## config.mk

```make
export PLATFORM = sky130hd
export DESIGN_NAME = xmatmul_offload
export DESIGN_NICKNAME = d
export VERILOG_FILES = /design/src/hw/xmatmul_pkg.sv /design/src/hw/xmatmul_issue_decode.sv /design/src/hw/xmatmul_cfg_collect.sv /design/src/hw/xmatmul_cfg_writer.sv /design/src/hw/xmatmul_offload.sv
export SDC_FILE = /design/constraint.sdc
export NUM_CORES = 1
export LEC_CHECK = 0
export BUFFER_PORTS_ARGS = -buffer_cell sky130_fd_sc_hd__buf_4
export CAP_MARGIN = 30
export CORE_ASPECT_RATIO = 1.75
export CORE_MARGIN = 1
export CORE_UTILIZATION = 50
export CTS_CLUSTER_SIZE = 12
export DETAILED_ROUTE_END_ITERATION = 12
export GPL_TIMING_DRIVEN = 1
export PLACE_DENSITY = 0.8
export SKIP_LAST_GASP = 1
export SLEW_MARGIN = 5
export SYNTH_ARGS = -nofsm -noshare
export SYNTH_HDL_FRONTEND = slang
export SYNTH_SLANG_ARGS = --single-unit
```

## constraint.sdc

```tcl
create_clock -name clk_i -period 2.2 [get_ports clk_i]
set_clock_uncertainty 0.05 [all_clocks]
set_input_delay 0.22 -clock clk_i [delete_from_list [all_inputs] [get_ports clk_i]]
set_output_delay 0.22 -clock clk_i [all_outputs]
set_load 0.01 [all_outputs]
```

## src/hw/xmatmul_pkg.sv

```systemverilog
/*
 * Shared constants and types for the matrix-multiply offload front end.
 * Holds opcodes, the coprocessor CSR address, the register map of the
 * accelerator and the records passed between the three pipeline stages.
 */

`default_nettype none

package xmatmul_pkg;

  localparam int unsigned InstrWidth   = 32;
  localparam int unsigned DataWidth    = 32;
  localparam int unsigned NumRs        = 3;
  localparam int unsigned NumCfgRegs   = 6;
  localparam int unsigned CfgOffsWidth = $clog2(NumCfgRegs);

  // Major opcodes, instr[6:0]
  localparam logic [6:0] OpMcnfig = 7'h0B;
  localparam logic [6:0] OpMarith = 7'h2B;
  localparam logic [6:0] OpCsr    = 7'h73;

  localparam logic [11:0] CsrMacfg = 12'h7C0; // Only CSR owned by the coprocessor

  // Accelerator register map
  localparam logic [DataWidth-1:0] CfgBaseAddr = 32'h40; // Word i at base + 4*i
  localparam logic [DataWidth-1:0] TriggerAddr = 32'h0;

  typedef struct packed {
    logic [InstrWidth-1:0]          instr;
    logic [NumRs-1:0][DataWidth-1:0] rs;
    logic                           rs_valid;
  } xm_issue_req_t;

  typedef enum logic [1:0] {
    KindNone,
    KindCfg,
    KindArith,
    KindCsr
  } xm_kind_e;

  typedef struct packed {
    logic                            valid;    // High on a completed issue transfer
    xm_kind_e                        kind;
    logic                            rs_valid;
    logic [InstrWidth-1:0]           instr;
    logic [NumRs-1:0][DataWidth-1:0] rs;
  } xm_decoded_t;

  typedef struct packed {
    logic                 req;
    logic                 wen;  // Low for a write
    logic [3:0]           be;
    logic [DataWidth-1:0] add;
    logic [DataWidth-1:0] data;
    logic [3:0]           id;
  } xm_reg_req_t;

  // Word 0..2 X/W/Z pointers, 3 M|K, 4 N, 5 MARITH instruction
  typedef logic [NumCfgRegs-1:0][DataWidth-1:0] xm_cfg_words_t;

endpackage

`default_nettype wire

```

## src/hw/xmatmul_issue_decode.sv

```systemverilog
/*
 * Issue stage of the offload front end. Classifies the instruction offered
 * by the core, answers ready/accept in the same cycle and forwards a decoded
 * record to the configuration stage. Purely combinational.
 */

`timescale 1ns/1ps
`default_nettype none

module xmatmul_issue_decode (
  input  logic                       issue_valid_i,
  input  xmatmul_pkg::xm_issue_req_t issue_req_i,
  input  logic                       busy_i,
  output logic                       issue_ready_o,
  output logic                       issue_accept_o,
  output xmatmul_pkg::xm_decoded_t   dec_o
);

  logic [6:0]            opcode;
  logic [11:0]           csr_addr;
  logic                  csr_hit;
  xmatmul_pkg::xm_kind_e kind;

  assign opcode   = issue_req_i.instr[6:0];
  assign csr_addr = issue_req_i.instr[31:20];
  assign csr_hit  = (csr_addr == xmatmul_pkg::CsrMacfg);

  always_comb begin : classify
    case (opcode)
      xmatmul_pkg::OpMcnfig: kind = xmatmul_pkg::KindCfg;
      xmatmul_pkg::OpMarith: kind = xmatmul_pkg::KindArith;
      xmatmul_pkg::OpCsr:    kind = xmatmul_pkg::KindCsr;
      default:               kind = xmatmul_pkg::KindNone;
    endcase
  end

  // Issue handshake response
  always_comb begin : respond
    issue_ready_o  = 1'b0;
    issue_accept_o = 1'b0;
    if (issue_valid_i) begin
      case (kind)
        xmatmul_pkg::KindCfg,
        xmatmul_pkg::KindArith: begin
          // Held off by the core while a job is still being written
          issue_ready_o  = ~busy_i;
          issue_accept_o = ~busy_i;
        end
        xmatmul_pkg::KindCsr: begin
          /* The core offloads every CSR access, so all of them are consumed
             here, but only the coprocessor CSR is accepted */
          issue_ready_o  = 1'b1;
          issue_accept_o = csr_hit;
        end
        default: begin
          issue_ready_o  = 1'b1; // Consumed and refused
          issue_accept_o = 1'b0;
        end
      endcase
    end
  end

  always_comb begin : forward
    dec_o.valid    = issue_valid_i & issue_ready_o;
    dec_o.kind     = kind;
    dec_o.rs_valid = issue_req_i.rs_valid;
    dec_o.instr    = issue_req_i.instr;
    dec_o.rs       = issue_req_i.rs;
  end

endmodule

`default_nettype wire

```

## src/hw/xmatmul_cfg_collect.sv

```systemverilog
/*
 * Configuration stage. Stores the six words sent to the accelerator,
 * raises a one-cycle job request when MARITH arrives with its operands
 * and keeps the front end busy until the writer is back in idle.
 */

`timescale 1ns/1ps
`default_nettype none

module xmatmul_cfg_collect (
  input  logic                       clk_i,
  input  logic                       rst_ni,
  input  logic                       clear_i,
  input  xmatmul_pkg::xm_decoded_t   dec_i,
  input  logic                       writer_idle_i,
  output xmatmul_pkg::xm_cfg_words_t cfg_words_o,
  output logic                       job_req_o,
  output logic                       busy_o
);

  xmatmul_pkg::xm_cfg_words_t words_d, words_q;
  logic                       words_en;
  logic                       job_d, job_q;
  logic                       busy_q;
  logic                       left_idle_q; // Writer has started on the current job
  logic                       job_done;

  always_comb begin : layout
    words_d  = words_q;
    words_en = 1'b0;
    job_d    = 1'b0;
    if (dec_i.valid) begin
      case (dec_i.kind)
        xmatmul_pkg::KindCfg: begin
          if (dec_i.rs_valid) begin
            words_en   = 1'b1;
            words_d[3] = dec_i.rs[0]; // M in the low half, K in the high half
            words_d[4] = dec_i.rs[1]; // N
          end
        end
        xmatmul_pkg::KindArith: begin
          words_en   = 1'b1;
          words_d[5] = dec_i.instr; // Operation word kept even without operands
          if (dec_i.rs_valid) begin
            words_d[0] = dec_i.rs[0]; // X pointer
            words_d[1] = dec_i.rs[1]; // W pointer
            words_d[2] = dec_i.rs[2]; // Z pointer
            job_d      = 1'b1;
          end
        end
        default: ;
      endcase
    end
  end

  always_ff @(posedge clk_i, negedge rst_ni) begin : word_regs
    if (!rst_ni) begin
      words_q <= '0;
    end else if (clear_i) begin
      words_q <= '0;
    end else if (words_en) begin
      words_q <= words_d;
    end
  end

  assign job_done = left_idle_q & writer_idle_i;

  always_ff @(posedge clk_i, negedge rst_ni) begin : busy_track
    if (!rst_ni) begin
      job_q       <= 1'b0;
      busy_q      <= 1'b0;
      left_idle_q <= 1'b0;
    end else if (clear_i) begin
      job_q       <= 1'b0;
      busy_q      <= 1'b0;
      left_idle_q <= 1'b0;
    end else begin
      job_q <= job_d;
      if (job_q) begin
        busy_q <= 1'b1;
      end else if (job_done) begin
        busy_q <= 1'b0;
      end
      if (job_done) begin
        left_idle_q <= 1'b0;
      end else if (busy_q && !writer_idle_i) begin
        left_idle_q <= 1'b1;
      end
    end
  end

  assign cfg_words_o = words_q;
  assign job_req_o   = job_q;
  assign busy_o      = job_q | (busy_q & ~job_done); // Released as soon as writer is idle

endmodule

`default_nettype wire

```

## src/hw/xmatmul_cfg_writer.sv

```systemverilog
/*
 * Register-bus stage. On a job request it writes the six configuration
 * words, one per grant, to the accelerator register file, pulses
 * start_cfg_o on the last one, then writes the trigger register once the
 * accelerator reports the configuration complete.
 */

`timescale 1ns/1ps
`default_nettype none

module xmatmul_cfg_writer (
  input  logic                       clk_i,
  input  logic                       rst_ni,
  input  logic                       clear_i,
  input  logic                       job_req_i,
  input  xmatmul_pkg::xm_cfg_words_t cfg_words_i,
  input  logic                       cfg_complete_i,
  input  logic                       reg_gnt_i,
  output xmatmul_pkg::xm_reg_req_t   reg_req_o,
  output logic                       start_cfg_o,
  output logic                       idle_o
);

  typedef enum logic [1:0] {
    Idle,
    WriteCfg,
    Trigger
  } state_e;

  state_e                                 state_q, state_d;
  logic [xmatmul_pkg::CfgOffsWidth-1:0]   reg_offs_q;
  logic [xmatmul_pkg::DataWidth-1:0]      offs_ext;
  logic                                   count_rst, count_update;

  // Zero-extended word offset, used for the byte address
  assign offs_ext = {{(xmatmul_pkg::DataWidth-xmatmul_pkg::CfgOffsWidth){1'b0}}, reg_offs_q};

  always_ff @(posedge clk_i, negedge rst_ni) begin : state_reg
    if (!rst_ni) begin
      state_q <= Idle;
    end else if (clear_i) begin
      state_q <= Idle;
    end else begin
      state_q <= state_d;
    end
  end

  always_ff @(posedge clk_i, negedge rst_ni) begin : offs_counter
    if (!rst_ni) begin
      reg_offs_q <= '0;
    end else if (clear_i || count_rst) begin
      reg_offs_q <= '0;
    end else if (count_update) begin
      reg_offs_q <= reg_offs_q + 1'b1;
    end
  end

  always_comb begin : cfg_fsm
    state_d      = state_q;
    count_rst    = 1'b0;
    count_update = 1'b0;
    start_cfg_o  = 1'b0;
    reg_req_o    = '0;
    reg_req_o.wen = 1'b0; // Every access is a write

    case (state_q)
      Idle: begin
        if (job_req_i) state_d = WriteCfg;
      end

      WriteCfg: begin
        reg_req_o.req  = 1'b1;
        reg_req_o.be   = '1;
        reg_req_o.add  = xmatmul_pkg::CfgBaseAddr + (offs_ext << 2);
        reg_req_o.data = cfg_words_i[reg_offs_q];
        if (reg_gnt_i) begin
          count_update = 1'b1;
          if (reg_offs_q == xmatmul_pkg::CfgOffsWidth'(xmatmul_pkg::NumCfgRegs - 1)) begin
            // Last word accepted, accelerator may start loading its config
            count_rst   = 1'b1;
            start_cfg_o = 1'b1;
            state_d     = Trigger;
          end
        end
      end

      Trigger: begin
        if (cfg_complete_i) begin
          reg_req_o.req  = 1'b1;
          reg_req_o.be   = '1;
          reg_req_o.add  = xmatmul_pkg::TriggerAddr;
          reg_req_o.data = '0;
          if (reg_gnt_i) state_d = Idle;
        end
      end

      default: state_d = Idle;
    endcase
  end

  assign idle_o = (state_q == Idle);

endmodule

`default_nettype wire

```

## src/hw/xmatmul_offload.sv

```systemverilog
/*
 * Top of the coprocessor offload front end. Chains issue decode,
 * configuration collect and register-bus writing between the core issue
 * port and the accelerator peripheral bus.
 */

`timescale 1ns/1ps
`default_nettype none

module xmatmul_offload (
  input  logic                       clk_i,
  input  logic                       rst_ni,
  input  logic                       clear_i,
  input  logic                       issue_valid_i,
  input  xmatmul_pkg::xm_issue_req_t issue_req_i,
  output logic                       issue_ready_o,
  output logic                       issue_accept_o,
  output xmatmul_pkg::xm_reg_req_t   reg_req_o,
  input  logic                       reg_gnt_i,
  input  logic                       cfg_complete_i,
  output logic                       start_cfg_o
);

  xmatmul_pkg::xm_decoded_t   dec;
  xmatmul_pkg::xm_cfg_words_t cfg_words;
  logic                       busy;
  logic                       job_req;
  logic                       writer_idle;

  xmatmul_issue_decode i_issue_decode (
    .issue_valid_i  ( issue_valid_i  ),
    .issue_req_i    ( issue_req_i    ),
    .busy_i         ( busy           ),
    .issue_ready_o  ( issue_ready_o  ),
    .issue_accept_o ( issue_accept_o ),
    .dec_o          ( dec            )
  );

  xmatmul_cfg_collect i_cfg_collect (
    .clk_i         ( clk_i       ),
    .rst_ni        ( rst_ni      ),
    .clear_i       ( clear_i     ),
    .dec_i         ( dec         ),
    .writer_idle_i ( writer_idle ),
    .cfg_words_o   ( cfg_words   ),
    .job_req_o     ( job_req     ),
    .busy_o        ( busy        )
  );

  xmatmul_cfg_writer i_cfg_writer (
    .clk_i          ( clk_i          ),
    .rst_ni         ( rst_ni         ),
    .clear_i        ( clear_i        ),
    .job_req_i      ( job_req        ),
    .cfg_words_i    ( cfg_words      ),
    .cfg_complete_i ( cfg_complete_i ),
    .reg_gnt_i      ( reg_gnt_i      ),
    .reg_req_o      ( reg_req_o      ),
    .start_cfg_o    ( start_cfg_o    ),
    .idle_o         ( writer_idle    )
  );

endmodule

`default_nettype wire

```

======== Yosys cells after proc, flatten, opt, wreduce, memory -nomap -nowiden ========
Index checks and enable logic that the tools add are counted.
storage, ports and cells
  memories kept ........................... 0
  flip-flop bits (word level) ............. 200
  latch bits .............................. 0
  memory bits (read-only) ................. 0
  word-level logic and storage cells ...... 97
  input port bits ......................... 135
  bits in writable memories ............... 0
  output and inout bits ................... 77
cells by class
  shift-type cells ........................ 0
  divide/modulo/power cells ............... 0
  mux-type cells .......................... 45
  bitwise logic cells ..................... 6
  multipliers ............................. 0
  reduce and logical (&&, ||, !) cells .... 17
  eq/ne operators ......................... 15
  magnitude comparators ................... 1
  add/subtract/negate cells ............... 2
operators by type and width
  cell                                                                     number
  192-bit 2-to-1 mux                                                       3
  96-bit 2-to-1 mux                                                        2
  68-bit case mux with 2 select lines                                      1
  64-bit 2-to-1 mux                                                        2
  32-bit binary-select mux with 3-bit select                               1
  68-bit 2-to-1 mux                                                        1
  32-bit 2-to-1 mux                                                        2
  1-bit 2-to-1 mux                                                         20
  12-bit by 11-bit equality test with 1-bit output, second input constant  1
  2-bit 2-to-1 mux                                                         6
  3-bit inequality test, second input constant                             4
  2-bit case mux with 3 select lines                                       2
  2-bit nonzero test                                                       6
  7-bit by 5-bit adder with 8-bit output, first input constant             1
  4-bit AND reduction                                                      2
  7-bit by 4-bit equality test with 1-bit output, second input constant    1
  7-bit by 6-bit equality test with 1-bit output, second input constant    1
  7-bit equality test, second input constant                               1
  2-bit equality test, second input constant                               3
  3-bit 2-to-1 mux                                                         2
  1-bit case mux with 2 select lines                                       3
  3-bit nonzero test                                                       2
  5-bit AND reduction                                                      1
  2-bit by 1-bit equality test with 1-bit output, second input constant    2
  13 further kinds                                                         16

======== Logic depth before layout (Yosys ltp) ========
  depth after elaboration ................. 12
  mapped depth ............................ 10
  depth with buffers taken out ............ 7

======== Hierarchy ========
From an unflattened synthesis, not the netlist that was laid out.
unflattened totals
  cells, all modules ...................... 1,097
  area, all modules ....................... 12,219.2 um^2
modules (own cells, without submodules)
  module                area each (um^2)  times used  cells each
  xmatmul_cfg_collect   8,919.8           1           716
  xmatmul_cfg_writer    2,174.6           1           230
  xmatmul_issue_decode  1,124.8           1           151

======== Worst setup path before layout ========
No wires, ideal clock.
  path kind ............................... input to register
  start ................................... input issue_req_i[101] (netlist name)
  end ..................................... register i_cfg_collect.words_q (netlist bit i_cfg_collect.cfg_words_o[149])
  slack ................................... -137 ps
  stages .................................. 9
  data arrival time ....................... 2,208 ps
  cell sequence ........................... nand2b_1 -> o21ai_0 -> nand3_1 -> ha_1 -> nand2b_1 -> nor4_1 -> buf_2 -> buf_4 -> mux2i_1
between the ends
  cells in the longest elaborated chain, start to end .. 10
  elaborated cells on any way between the ends .. 16
  those cells by class .................... eq/ne (5); mux (5); bitwise (1); reduce/logical (5)
ends and longest elaborated chain
  item                                                                                   line                                                   text
  from (decl)                                                                            xmatmul_offload.sv:15                                  input xmatmul_pkg::xm_issue_req_t issue_req_i,
  7-bit equality test (tied with other cells)                                            xmatmul_issue_decode.sv:29                             case (opcode)
  2-bit case mux with 3 select lines *                                                   xmatmul_issue_decode.sv:29
  2-bit by 1-bit equality test with 1-bit output or 2-bit equality test (tied branches)  xmatmul_issue_decode.sv:42, xmatmul_cfg_collect.sv:33
  2-bit OR reduction                                                                     xmatmul_issue_decode.sv:42                             case (kind)
  1-bit 2-to-1 mux                                                                       xmatmul_issue_decode.sv:42
  1-bit 2-to-1 mux                                                                       xmatmul_issue_decode.sv:41                             if (issue_valid_i) begin
  1-bit bitwise AND                                                                      xmatmul_issue_decode.sv:64                             dec_o.valid = issue_valid_i & issue_ready_o;
  1-bit 2-to-1 mux                                                                       xmatmul_cfg_collect.sv:32                              if (dec_i.valid) begin
  2-bit nonzero test (no line)                                                           --
  4-bit AND reduction (no line) *                                                        --
  to (signal assigned)                                                                   xmatmul_cfg_collect.sv:62                              words_q <= words_d;
  to (decl)                                                                              xmatmul_cfg_collect.sv:21                              xmatmul_pkg::xm_cfg_words_t words_d, words_q;
Every way passes the cells marked *; elsewhere a longest branch is shown, timed or not.
A chain may end at the register's enable or synchronous reset.

==> flow_summary.ini <==
[placement]
post-place-cells = 1477
place_area_sq_um = 13280
pre_cts_ws_ns = -0.3244
port_buffers = 178
gp_congestion = 0.7529
dp_hpwl_mm = 18.48

[routing]
routed-via-count = 8351
drt_iter0_markers = 476
drt_first_pass_iters = 4
drt_drc_violations_left = 0
drt-total-wl_mm = 29.62
vias_per_cell = 5.329
final_antenna_net_count = 0
avgRoutedWirePerCell_um = 18.90

[global_route]
grt_max_degree = 142
grt_pass1_wl_mm = 46.77
grt_pass1_vias = 8914
grt_overflow = 0
grt.total_usage_pct = 26.30
antenna_found_initial = 0

[worst_setup_path]
cp-startpoint = i_cfg_writer.reg_offs_q[0]
cp_cell_sequence = buf_12, buf_12, buf_12, mux4_2, inv_2, o22ai_2, buf_4
r2r_start = i_cfg_writer.state_q[0]
endpoint_kind = primary output
cp_max_fo = 5
crit_type = reg2out
cp.required_ns = 1.93
cp.arrival_ns = 2.08
start_kind = flip-flop
critPathTopFamily = buffers and inverters
worst-path-buf-inv = 5
slowest_stage = dfrtp_4
cpMostUsedCell = buf_12
max_stage_delay_ns = 0.49

[finish]
drive_above_1_share_pct = 28.02
antenna_cells = 0
area_delta_synth_final_pct = 28.75
final_cell_area_sq_um = 14760
finalNonFillerCells = 1567
fin_util_pct = 65.16
layout_common_cells = nand2b_1, mux2i_1, buf_4, dfrtp_1, dlygate4sd3_1
final_common_cell = nand2b_1
nets = 1399

[clocking]
cts.clk_slew.worst_paths_ns = 0.07
clock-root-buffer = clkbuf_16
cts-htree-levels = 4
cts-buffers-inserted = 17
cts_buffer_depth = 2
clk_latency_ns = 0.44
clkSinkCount = 200
cts_tree = yes

[floorplanning]
initial_utilization_pct = 50.61
die_area_sq_um = 23560
placementRows = 73
ios = 212
die_y_um = 202.3
die-width_um = 116.5
core_area_sq_um = 22650

[min_path]
hold_path.class = in2reg
min_from = issue_req_i[92]

[power_and_ir_drop]
p_sw_mw = 1.721
p_sw_share_pct = 22.36
seqPwrFrac_pct = 47.8
p_total_mw = 7.696
pwr_density_cell_nw_per_um2 = 521.4
vdd_drop_max_mv = 0.5694
p_comb_share_pct = 8.5
leakagePower_nw = 6.597
p_clk_share_pct = 43.7
p_int_mw = 5.975

[sta]
rsz0062_at_grt = yes
max_slew_margin_pct = 65.64
slew_viol_final = 0
final.min_clock_period_ns = 2.350
max_freq_ghz = 0.4255
tns_ns = -2.888
period_share_pct = 106.8
setup_ws_ns = -0.1504
worstMarginPinSlew_ns = 0.5153
whs_ns = 0.01426
finalSetupViolations = 33
hold_viol = 0

[run_status]
violations = negative setup slack
status = complete, but fails checks

[logic_synthesis]
async_flop_share_pct = 100.0
synthFlopType = dfrtp_1
avgSynthCellArea_sq_um = 11.07
syn_area_sq_um = 11460
ys_types = 41
synth-edff-count = 0
ys_seq_area_share_pct = 43.65
yosysWarnings = 0
syn_inst = 1036
yosys_register_bits = 200

[job]
drv_cap = 0
[layout make-up]
type / instances / area [sq um]
timing repair buffer: 283 / 2591
multi-input combinational: 717 / 6022
clock buffer: 19 / 452.9
clock inverter: 12 / 173.9
sequential: 200 / 5010
fill: 1731 / 7891
inverter: 36 / 135.1
tap: 300 / 375.4
[logic make-up (layout without fill, tap and decap cells)]
kind of cell | Yosys count | after routing | share of synthesized area (%)
and+or+nand+nor | 369 | 369 | 19.97
muxes | 256 | 256 | 25.85
DFF | 200 | 200 | 43.65
buffers and inverters | 151 | 350 | 6.614
AOI/OAI and AO/OA | 50 | 50 | 2.892
adders and majority gates | 9 | 9 | 0.9822
other | 1 | 33 | 0.03271
[final timing paths]
check / to / slack [ns] / cells after the start
max in group asynchronous: i_cfg_collect.cfg_words_o[33] / 1.05 / 3
worst max-delay path: reg_req_o[33] / -0.15 / 7
worst min-delay path: i_cfg_collect.cfg_words_o[91] / 0.01 / 3
worst min register to register: i_cfg_collect.cfg_words_o[72] / 0.49 / 2
min in group asynchronous: i_cfg_writer.state_q[0] / 0.26 / 2
worst max register to register: i_cfg_collect.cfg_words_o[20] / 0.07 / 8
[cell usage after synthesis, types with 4 or more instances]
master / number / share of area, %
ha_1: 9 / 0.98
inv_1: 36 / 1.2
buf_1: 5 / 0.16
nand2_1: 8 / 0.26
and2_1: 4 / 0.22
mux2i_1: 223 / 19
nor2b_1: 4 / 0.22
buf_2: 18 / 0.79
mux4_2: 32 / 6.3
dfrtp_1: 200 / 44
o22ai_1: 31 / 1.7
clkbuf_1: 49 / 1.6
buf_4: 41 / 2.7
a21oi_1: 5 / 0.22
nand2b_1: 323 / 18
nor2_1: 6 / 0.20
[timing repair]
| item | in CTS | in global routing |
|---|---|---|
| hold endpoints to repair | 88 | 0 |
| resized for setup | 34 | 18 |
| buffers inserted | 15 | 5 |
| cloned | 3 | 2 |
| pin swaps | 2 | 12 |
| hold buffers | 35 | 0 |
| endpoints found under the setup margin | 84 | 35 |
[sequential cells by signal, summed over array words and instances (netlist names)]
| name | cells |
|---|---|
| i_cfg_collect.busy_q | 1 |
| i_cfg_writer.reg_offs_q | 3 |
| i_cfg_collect.job_req_o | 1 |
| i_cfg_writer.state_q | 2 |
| i_cfg_collect.left_idle_q | 1 |
| i_cfg_collect.cfg_words_o | 192 |
[tightest hold or removal path, stage by stage]
cell and delay (ns):
buf_4 0.12, nand2b_1 0.06, mux2i_1 0.06
[per-layer routing]
layer	vias up	GRT usage (%)	routed length, um
li1	3854	-	-
met1	4201	31.46	11540
met2	241	45.82	16050
met3	55	3.718	1102
met4	0	12.13	925
met5	-	0	0
[power by group through the flow]
stage / Clock [mW] / Combinational, mW / Sequential [mW]
2_1_floorplan: 0 / 0.287 / 3.75
6_report: 3.37 / 0.655 / 3.68
3_3_place_gp: 0 / 0.601 / 3.75
3_5_place_dp: 0 / 0.603 / 3.75
5_1_grt: 3.58 / 0.714 / 3.67
4_1_cts: 3.43 / 0.657 / 3.67
No activity file was read; power rests on OpenSTA's default activity.
